--- src/verilog/ex_pkg.sv ---
`default_nettype none

package ex_pkg;

    localparam int DATA_W     = 32;
    localparam int REG_ADDR_W = 5;
    localparam int SHAMT_W    = $clog2(DATA_W);
    localparam int CLZ_W      = $clog2(DATA_W + 1);

    // credits held by each side after reset.
    localparam int OP_CREDITS  = 4;
    localparam int RES_CREDITS = 4;

    localparam int OP_PTR_W  = $clog2(OP_CREDITS);
    localparam int OP_CNT_W  = $clog2(OP_CREDITS + 1);
    localparam int RES_CNT_W = $clog2(RES_CREDITS + 1);

    typedef enum logic [4:0] {
        EXE_OR_OP    = 5'd0,
        EXE_AND_OP   = 5'd1,
        EXE_XOR_OP   = 5'd2,
        EXE_NOR_OP   = 5'd3,
        EXE_SLL_OP   = 5'd4,
        EXE_SRL_OP   = 5'd5,
        EXE_SRA_OP   = 5'd6,
        EXE_ADD_OP   = 5'd7,
        EXE_ADDU_OP  = 5'd8,
        EXE_SUB_OP   = 5'd9,
        EXE_SUBU_OP  = 5'd10,
        EXE_SLT_OP   = 5'd11,
        EXE_SLTU_OP  = 5'd12,
        EXE_CLZ_OP   = 5'd13,
        EXE_CLO_OP   = 5'd14,
        EXE_MFHI_OP  = 5'd15,
        EXE_MFLO_OP  = 5'd16,
        EXE_MTHI_OP  = 5'd17,
        EXE_MTLO_OP  = 5'd18,
        EXE_MULT_OP  = 5'd19,
        EXE_MULTU_OP = 5'd20,
        EXE_MUL_OP   = 5'd21
    } aluop_t;

    typedef struct packed {
        aluop_t                  aluop;
        logic [DATA_W-1:0]       reg1;
        logic [DATA_W-1:0]       reg2;
        logic [REG_ADDR_W-1:0]   wd;
        logic                    wreg;
    } ex_op_t;

    typedef struct packed {
        logic [REG_ADDR_W-1:0]   wd;
        logic                    wreg;
        logic [DATA_W-1:0]       wdata;
    } ex_res_t;

    typedef struct packed {
        logic [DATA_W-1:0]       hi;
        logic [DATA_W-1:0]       lo;
    } hilo_t;

endpackage

`default_nettype wire

--- src/verilog/op_queue.sv ---
`timescale 1ns/1ps
`default_nettype none

module op_queue
    import ex_pkg::*;
(
    input  logic    clk,
    input  logic    reset_i,
    input  logic    push_i,
    input  ex_op_t  op_i,
    input  logic    pop_i,
    output ex_op_t  head_o,
    output logic    head_valid_o,
    output logic    credit_o
);

    ex_op_t                mem [OP_CREDITS];
    logic [OP_PTR_W-1:0]   wr_ptr;
    logic [OP_PTR_W-1:0]   rd_ptr;
    logic [OP_CNT_W-1:0]   fill_cnt;

    // upstream only pushes while it holds a credit, so a push never finds the queue full.
    always_ff @(posedge clk) begin
        if (push_i) begin
            mem[wr_ptr] <= op_i;
        end
    end

    always_ff @(posedge clk) begin
        if (reset_i) begin
            wr_ptr   <= '0;
            rd_ptr   <= '0;
            fill_cnt <= '0;
            credit_o <= 1'b0;
        end else begin
            if (push_i) begin
                wr_ptr <= wr_ptr + 1'b1;
            end
            if (pop_i) begin
                rd_ptr <= rd_ptr + 1'b1;
            end
            case ({push_i, pop_i})
                2'b10:   fill_cnt <= fill_cnt + 1'b1;
                2'b01:   fill_cnt <= fill_cnt - 1'b1;
                default: fill_cnt <= fill_cnt;
            endcase
            // every freed slot goes back upstream as one credit.
            credit_o <= pop_i;
        end
    end

    assign head_o       = mem[rd_ptr];
    assign head_valid_o = (fill_cnt != '0);

endmodule

`default_nettype wire

--- src/verilog/hilo_regs.sv ---
`timescale 1ns/1ps
`default_nettype none

module hilo_regs
    import ex_pkg::*;
(
    input  logic   clk,
    input  logic   reset_i,
    input  logic   we_i,
    input  hilo_t  hilo_i,
    output hilo_t  hilo_o
);

    hilo_t hilo_q;

    // the ALU always supplies both halves, keeping the one it does not change.
    always_ff @(posedge clk) begin
        if (reset_i) begin
            hilo_q <= '0;
        end else if (we_i) begin
            hilo_q <= hilo_i;
        end
    end

    assign hilo_o = hilo_q;

endmodule

`default_nettype wire

--- src/verilog/alu_core.sv ---
`timescale 1ns/1ps
`default_nettype none

module alu_core
    import ex_pkg::*;
(
    input  logic     clk,
    input  logic     reset_i,
    input  ex_op_t   head_i,
    input  logic     head_valid_i,
    output logic     pop_o,
    input  hilo_t    hilo_i,
    output logic     hilo_we_o,
    output hilo_t    hilo_o,
    input  logic     send_ok_i,
    output logic     res_valid_o,
    output ex_res_t  res_o
);

    logic [DATA_W-1:0]     reg1;
    logic [DATA_W-1:0]     reg2;
    logic                  is_sub;
    logic                  is_signed_mul;
    logic [DATA_W-1:0]     sum;
    logic                  ovf;
    logic                  slt;
    logic [2*DATA_W-1:0]   mul_a;
    logic [2*DATA_W-1:0]   mul_b;
    logic [2*DATA_W-1:0]   product;
    ex_res_t               res_next;
    hilo_t                 hilo_next;
    logic                  hilo_wr;
    ex_res_t               res_q;
    logic                  res_valid_q;

    function automatic logic [CLZ_W-1:0] lead_zeros(input logic [DATA_W-1:0] v);
        logic [CLZ_W-1:0] n;
        n = CLZ_W'(DATA_W);
        for (int i = 0; i < DATA_W; i++) begin
            if (v[i]) begin
                n = CLZ_W'(DATA_W - 1 - i);
            end
        end
        return n;
    endfunction

    assign reg1 = head_i.reg1;
    assign reg2 = head_i.reg2;

    assign is_sub = (head_i.aluop == EXE_SUB_OP) || (head_i.aluop == EXE_SUBU_OP) ||
                    (head_i.aluop == EXE_SLT_OP);
    assign sum    = is_sub ? (reg1 - reg2) : (reg1 + reg2);

    // overflow when the effective operand signs agree but the sum sign differs.
    assign ovf = ~(reg1[DATA_W-1] ^ reg2[DATA_W-1] ^ is_sub) &
                 (sum[DATA_W-1] ^ reg1[DATA_W-1]);
    assign slt = (reg1[DATA_W-1] & ~reg2[DATA_W-1]) |
                 (~(reg1[DATA_W-1] ^ reg2[DATA_W-1]) & sum[DATA_W-1]);

    // the low 64 bits of the extended product are the exact 32x32 product.
    assign is_signed_mul = (head_i.aluop == EXE_MULT_OP) || (head_i.aluop == EXE_MUL_OP);
    assign mul_a   = {{DATA_W{is_signed_mul & reg1[DATA_W-1]}}, reg1};
    assign mul_b   = {{DATA_W{is_signed_mul & reg2[DATA_W-1]}}, reg2};
    assign product = mul_a * mul_b;

    always_comb begin
        res_next.wd    = head_i.wd;
        res_next.wreg  = head_i.wreg;
        res_next.wdata = '0;
        hilo_next      = hilo_i;
        hilo_wr        = 1'b0;
        case (head_i.aluop)
            EXE_OR_OP:   res_next.wdata = reg1 | reg2;
            EXE_AND_OP:  res_next.wdata = reg1 & reg2;
            EXE_XOR_OP:  res_next.wdata = reg1 ^ reg2;
            EXE_NOR_OP:  res_next.wdata = ~(reg1 | reg2);
            EXE_SLL_OP:  res_next.wdata = reg2 << reg1[SHAMT_W-1:0];
            EXE_SRL_OP:  res_next.wdata = reg2 >> reg1[SHAMT_W-1:0];
            EXE_SRA_OP:  res_next.wdata = $signed(reg2) >>> reg1[SHAMT_W-1:0];
            EXE_ADDU_OP, EXE_SUBU_OP: res_next.wdata = sum;
            EXE_ADD_OP, EXE_SUB_OP: begin
                res_next.wdata = sum;
                res_next.wreg  = head_i.wreg & ~ovf;
            end
            EXE_SLT_OP:  res_next.wdata = {{(DATA_W-1){1'b0}}, slt};
            EXE_SLTU_OP: res_next.wdata = {{(DATA_W-1){1'b0}}, reg1 < reg2};
            EXE_CLZ_OP:  res_next.wdata = {{(DATA_W-CLZ_W){1'b0}}, lead_zeros(reg1)};
            EXE_CLO_OP:  res_next.wdata = {{(DATA_W-CLZ_W){1'b0}}, lead_zeros(~reg1)};
            EXE_MFHI_OP: res_next.wdata = hilo_i.hi;
            EXE_MFLO_OP: res_next.wdata = hilo_i.lo;
            EXE_MUL_OP:  res_next.wdata = product[DATA_W-1:0];
            EXE_MTHI_OP: begin
                hilo_next.hi = reg1;
                hilo_wr      = 1'b1;
            end
            EXE_MTLO_OP: begin
                hilo_next.lo = reg1;
                hilo_wr      = 1'b1;
            end
            EXE_MULT_OP, EXE_MULTU_OP: begin
                hilo_next = product;
                hilo_wr   = 1'b1;
            end
            default: res_next.wdata = '0;
        endcase
    end

    // the stage can take a new result when it is empty or drains this cycle.
    assign res_valid_o = res_valid_q & send_ok_i;
    assign pop_o       = head_valid_i & (~res_valid_q | res_valid_o);
    assign hilo_we_o   = hilo_wr & pop_o;
    assign hilo_o      = hilo_next;
    assign res_o       = res_q;

    always_ff @(posedge clk) begin
        if (pop_o) begin
            res_q <= res_next;
        end
    end

    always_ff @(posedge clk) begin
        if (reset_i) begin
            res_valid_q <= 1'b0;
        end else if (pop_o) begin
            res_valid_q <= 1'b1;
        end else if (res_valid_o) begin
            res_valid_q <= 1'b0;
        end
    end

endmodule

`default_nettype wire

--- src/verilog/res_credit_counter.sv ---
`timescale 1ns/1ps
`default_nettype none

module res_credit_counter
    import ex_pkg::*;
(
    input  logic  clk,
    input  logic  reset_i,
    input  logic  credit_i,
    input  logic  send_i,
    output logic  send_ok_o
);

    logic [RES_CNT_W-1:0] credit_cnt;

    // a send and a returned credit in the same cycle cancel out.
    always_ff @(posedge clk) begin
        if (reset_i) begin
            credit_cnt <= RES_CNT_W'(RES_CREDITS);
        end else begin
            case ({credit_i, send_i})
                2'b10:   credit_cnt <= credit_cnt + 1'b1;
                2'b01:   credit_cnt <= credit_cnt - 1'b1;
                default: credit_cnt <= credit_cnt;
            endcase
        end
    end

    assign send_ok_o = (credit_cnt != '0);

endmodule

`default_nettype wire

--- src/verilog/exec_unit.sv ---
`timescale 1ns/1ps
`default_nettype none

module exec_unit
    import ex_pkg::*;
(
    input  logic     clk,
    input  logic     reset_i,
    input  logic     op_valid_i,
    input  ex_op_t   op_i,
    output logic     op_credit_o,
    output logic     res_valid_o,
    output ex_res_t  res_o,
    input  logic     res_credit_i
);

    ex_op_t  head;
    logic    head_valid;
    logic    pop;
    hilo_t   hilo_cur;
    hilo_t   hilo_wr_data;
    logic    hilo_we;
    logic    send_ok;

    op_queue i_op_queue (
        .clk          (clk),
        .reset_i      (reset_i),
        .push_i       (op_valid_i),
        .op_i         (op_i),
        .pop_i        (pop),
        .head_o       (head),
        .head_valid_o (head_valid),
        .credit_o     (op_credit_o)
    );

    alu_core i_alu_core (
        .clk          (clk),
        .reset_i      (reset_i),
        .head_i       (head),
        .head_valid_i (head_valid),
        .pop_o        (pop),
        .hilo_i       (hilo_cur),
        .hilo_we_o    (hilo_we),
        .hilo_o       (hilo_wr_data),
        .send_ok_i    (send_ok),
        .res_valid_o  (res_valid_o),
        .res_o        (res_o)
    );

    // HI/LO is written at the pop edge, so the next popped operation reads the new value.
    hilo_regs i_hilo_regs (
        .clk      (clk),
        .reset_i  (reset_i),
        .we_i     (hilo_we),
        .hilo_i   (hilo_wr_data),
        .hilo_o   (hilo_cur)
    );

    res_credit_counter i_res_credit_counter (
        .clk       (clk),
        .reset_i   (reset_i),
        .credit_i  (res_credit_i),
        .send_i    (res_valid_o),
        .send_ok_o (send_ok)
    );

endmodule

`default_nettype wire

--- config.mk ---
export PLATFORM = sky130hd
export DESIGN_NAME = exec_unit
export DESIGN_NICKNAME = d
export VERILOG_FILES = /design/src/verilog/ex_pkg.sv /design/src/verilog/op_queue.sv /design/src/verilog/hilo_regs.sv /design/src/verilog/alu_core.sv /design/src/verilog/res_credit_counter.sv /design/src/verilog/exec_unit.sv
export SDC_FILE = /design/constraint.sdc
export NUM_CORES = 2
export LEC_CHECK = 0
export ABC_AREA = 1
export ABC_CLOCK_PERIOD_IN_PS = 9600
export BUFFER_PORTS_ARGS = -buffer_cell sky130_fd_sc_hd__buf_2
export CORE_MARGIN = 3
export CORE_UTILIZATION = 45
export DETAILED_ROUTE_END_ITERATION = 8
export PLACE_DENSITY = 0.72
export RECOVER_POWER = 50
export SLEW_MARGIN = 15
export SYNTH_ARGS = -nofsm -noshare
export SYNTH_HDL_FRONTEND = slang
export SYNTH_HIERARCHICAL = 1
export SYNTH_SLANG_ARGS = --single-unit
--- constraint.sdc ---
create_clock -name clk -period 9.6 [get_ports clk]
set_input_delay 1.44 -clock clk [delete_from_list [all_inputs] [get_ports clk]]
set_output_delay 1.44 -clock clk [all_outputs]
set_load 0.01 [all_outputs]
==> qor.log <==
INFO  outcome        outcome=finished, final reports clean
INFO  cts            path_clk_slew=0.06ns
INFO  critical_path  crit_top_cell=sky130_fd_sc_hd__fa_1
INFO  finish         final_layout_size_suffix_gt1_share=10.0%
INFO  drt            first_pass_iters=7
INFO  finish         mostFrequentLayoutCells=sky130_fd_sc_hd__inv_1 (1863), sky130_fd_sc_hd__nand2_1 (1737), sky130_fd_sc_hd__fa_1 (1126), sky130_fd_sc_hd__nor2_1 (490), sky130_fd_sc_hd__buf_4 (384)
INFO  grt            grt_pass1_wl=367000µm
INFO  critical_path  peak_fanout_along_the_critical_path=17
INFO  timing         hold_ws=0.470ns
INFO  floorplanning  floorplan.core_area=142000µm²
INFO  cts            ctsLongestPathBuffers=3
INFO  logic_synthesis syn-num-nets=9335
INFO  critical_path  worstPathRequired=10.10ns
INFO  logic_synthesis netlist_area=64900µm²
INFO  timing         timing_worst_slew_pin_value=1.25ns
INFO  critical_path  worst_setup_path_start_kind=flip-flop
INFO  drt            via_density=5.56
INFO  cts            tritoncts_clock_tree=built
INFO  logic_synthesis ys_seq_area_share=18.1%
INFO  cts            clock_latency_on_the_worst_skew_pair=0.69ns
INFO  finish         areaGrowthSynthToFinish=11.1%
INFO  floorplanning  die_x=386µm
INFO  floorplanning  std_cell_rows=138
INFO  cts            cts_sinks=416
INFO  logic_synthesis synth.lib_cells_used.distinct=72
INFO  floorplanning  io_pins=119
INFO  hold_path      min_path_cells=2
INFO  logic_synthesis synth.avg_cell_area=8.30µm²
INFO  grt            number_of_global_route_vias_before_repair=57800
INFO  cts            cts_buffers=45
INFO  drt            drt-total-wl=246000µm
INFO  timing         timing.final.crit_share=96.7%
INFO  grt            total_routing_resource_utilization_after_global_routing=33.3%
INFO  logic_synthesis ys.warnings.count=6
INFO  timing         fin_worst_skew=0.0938ns
INFO  critical_path  reg2regPathDepth=38
INFO  critical_path  critical-path-slowest-cell=sky130_fd_sc_hd__fa_1
INFO  critical_path  worstSetupPathType=reg2reg
INFO  timing         final-setup-viol-count=0
INFO  drt            routed_vias=55100
INFO  logic_synthesis ys_ff_latch=416
INFO  finish         fillCellCount=13400
INFO  placement      buffer_ports.inserted=118
INFO  cts            clockRootBuffer=sky130_fd_sc_hd__clkbuf_16
INFO  timing         timing.final.hold_violations=0
INFO  critical_path  worst_ep_arrival_time=9.78ns
INFO  timing         maxClockFrequency=108MHz
INFO  timing         max-slew-margin-rel=16.8%
INFO  drt            post-route-drc-count=0
INFO  logic_synthesis ys.flop_type=sky130_fd_sc_hd__edfxtp_1
INFO  floorplanning  floorplan.die.height=386µm
INFO  drt            detail_route.wl_per_cell=24.8µm
INFO  floorplanning  dieArea=149000µm²
INFO  finish         layout.core_utilization=50.6%
INFO  cts            htreeDepth=2
INFO  flow_run       max-cap-violations=0
INFO  logic_synthesis edff_count_synth=338
INFO  drt            dr.first_iter.drc_count=5726
INFO  floorplanning  initial_core_util=45.6%
INFO  grt            grt_start_max_net_pins=73
INFO  placement      final_weighted_congestion_of_routability_driven_global_placement=1.08
INFO  finish         most_common_library_cell_in_the_layout_ignoring_fill_and_taps=sky130_fd_sc_hd__inv_1
INFO  drt            postRouteAntennaNets=0
INFO  timing         period_minus_ws_final=9.28ns
INFO  logic_synthesis syn_inst=7813
INFO  hold_path      hold_path_class=reg2reg
INFO  grt            number_of_antenna_violations_at_the_first_check_in_global_routing=15
INFO  grt            gr-total-overflow=0
INFO  finish         finish.net_count=9517
INFO  logic_synthesis ys_async_sr_fraction=0%
INFO  critical_path  crit_path_end_kind=flip-flop
INFO  placement      dp.final_hpwl=197000µm
INFO  timing         maxSlewViolCount=0
INFO  critical_path  cp_slowest_stage_delay=0.61ns
synth_stat cells (13+ instances only):
master	number	area, µm²
sky130_fd_sc_hd__o2111ai_1	26	228
sky130_fd_sc_hd__inv_2	26	97.6
sky130_fd_sc_hd__o221ai_1	35	307
sky130_fd_sc_hd__dfxtp_1	78	1560
sky130_fd_sc_hd__a21oi_1	257	1290
sky130_fd_sc_hd__o22ai_1	68	425
sky130_fd_sc_hd__o22ai_2	45	563
sky130_fd_sc_hd__o21ai_2	15	131
sky130_fd_sc_hd__xor2_1	49	429
sky130_fd_sc_hd__fa_1	1129	22600
sky130_fd_sc_hd__nor2_1	502	1880
sky130_fd_sc_hd__a22oi_1	46	345
sky130_fd_sc_hd__nor2_4	45	507
sky130_fd_sc_hd__nand3_1	71	355
sky130_fd_sc_hd__ha_1	314	3930
sky130_fd_sc_hd__buf_2	44	220
sky130_fd_sc_hd__a2111oi_0	18	158
sky130_fd_sc_hd__a31oi_1	35	219
sky130_fd_sc_hd__clkbuf_1	275	1030
sky130_fd_sc_hd__xnor2_1	24	210
sky130_fd_sc_hd__a21oi_2	15	131
sky130_fd_sc_hd__o21ai_1	65	325
sky130_fd_sc_hd__o211ai_1	22	165
sky130_fd_sc_hd__edfxtp_1	338	10100
sky130_fd_sc_hd__nand2_1	1737	6520
sky130_fd_sc_hd__nand4_1	14	87.6
sky130_fd_sc_hd__a221oi_1	27	236
sky130_fd_sc_hd__inv_1	1871	7020
sky130_fd_sc_hd__nor4_1	13	81.3
sky130_fd_sc_hd__buf_1	68	255
sky130_fd_sc_hd__buf_6	20	225
sky130_fd_sc_hd__o21ai_0	358	1790
sky130_fd_sc_hd__nor3_1	18	90.1
per-stage QoR:
| stage | TNS [ns] | instance area, µm² | setup WS, ns | cells |
|---|---|---|---|---|
| finish | 0 | 72100 | 0.315 | 9926 |
| global route | -0.0336 | 72000 | -0.0119 | 9922 |
| CTS | 0 | 71900 | 0.185 | 9907 |
| detailed placement | 0 | 70400 | 0.238 | 9823 |
| global placement | 0 | 70400 | 0.343 | 9823 |
| floorplan | 0 | 64900 | 0.784 | 7813 |
layer usage:
metal	global-route usage, %	routed length, µm	vias up
met5	0	99	-
met4	13.1	12000	14
met3	9.68	28200	581
met2	51.7	109000	2983
met1	44.0	96900	27600
li1	-	-	24000
registers in the layout, summed over array words and instances, names as in the netlist, 2 cells and up, named ones only:
| signal | count |
|---|---|
| i_op_queue/mem | 300 |
| i_op_queue/wr_ptr | 2 |
| i_op_queue/fill_cnt | 3 |
| i_hilo_regs/hilo_o | 64 |
| i_op_queue/rd_ptr | 2 |
| i_res_credit_counter/credit_cnt | 3 |
| i_alu_core/res_o | 38 |
cells by family after synthesis:
kind of cell	count (synthesis)	share of synthesized area [%]
mux	12	0.185
xor+xnor	73	0.986
compound gates	1106	10.7
fa+ha+maj	1443	40.9
buf+inv	2330	14.1
simple gates	2433	15.0
flops	416	18.1
final cells by class:
type | instances | area, µm² | area share, %
Multi-Input combinational cell | 5067 | 44800 | 62.1
Tap cell | 1890 | 2360 | 3.28
Antenna cell | 4 | 10.0 | 0.0139
Sequential cell | 416 | 11700 | 16.3
Clock buffer | 57 | 1180 | 1.64
Clock inverter | 27 | 329 | 0.457
Inverter | 1904 | 7170 | 9.95
Timing Repair Buffer | 561 | 4520 | 6.28
worst paths after layout:
| path | slack, ns | start | end |
|---|---|---|---|
| min | 0.47 | i_hilo_regs/hilo_o[46] | i_hilo_regs/hilo_o[46] |
| min reg2reg | 0.47 | i_hilo_regs/hilo_o[46] | i_hilo_regs/hilo_o[46] |
| max reg2reg | 0.32 | flip-flop | i_hilo_regs/hilo_o[57] |
| max | 0.32 | flip-flop | i_hilo_regs/hilo_o[57] |
what timing repair did:
action | in CTS | in global routing
hold buffers | 0 | 0
setup buffers | 0 | 14
gates resized for setup | 0 | 28
setup endpoints to repair | 0 | 23
worst max-delay path: cells and delay by family (launching register included):
| family | cells | cell delay (ns) |
|---|---|---|
| fa+ha+maj | 9 | 4.47 |
| simple gates | 9 | 0.90 |
| buf+inv | 13 | 1.92 |
| compound gates | 7 | 1.46 |
| flops | 1 | 0.39 |
Power is not shown: default switching activity piles up to over one toggle a cycle in this logic, so the estimate is an artifact.
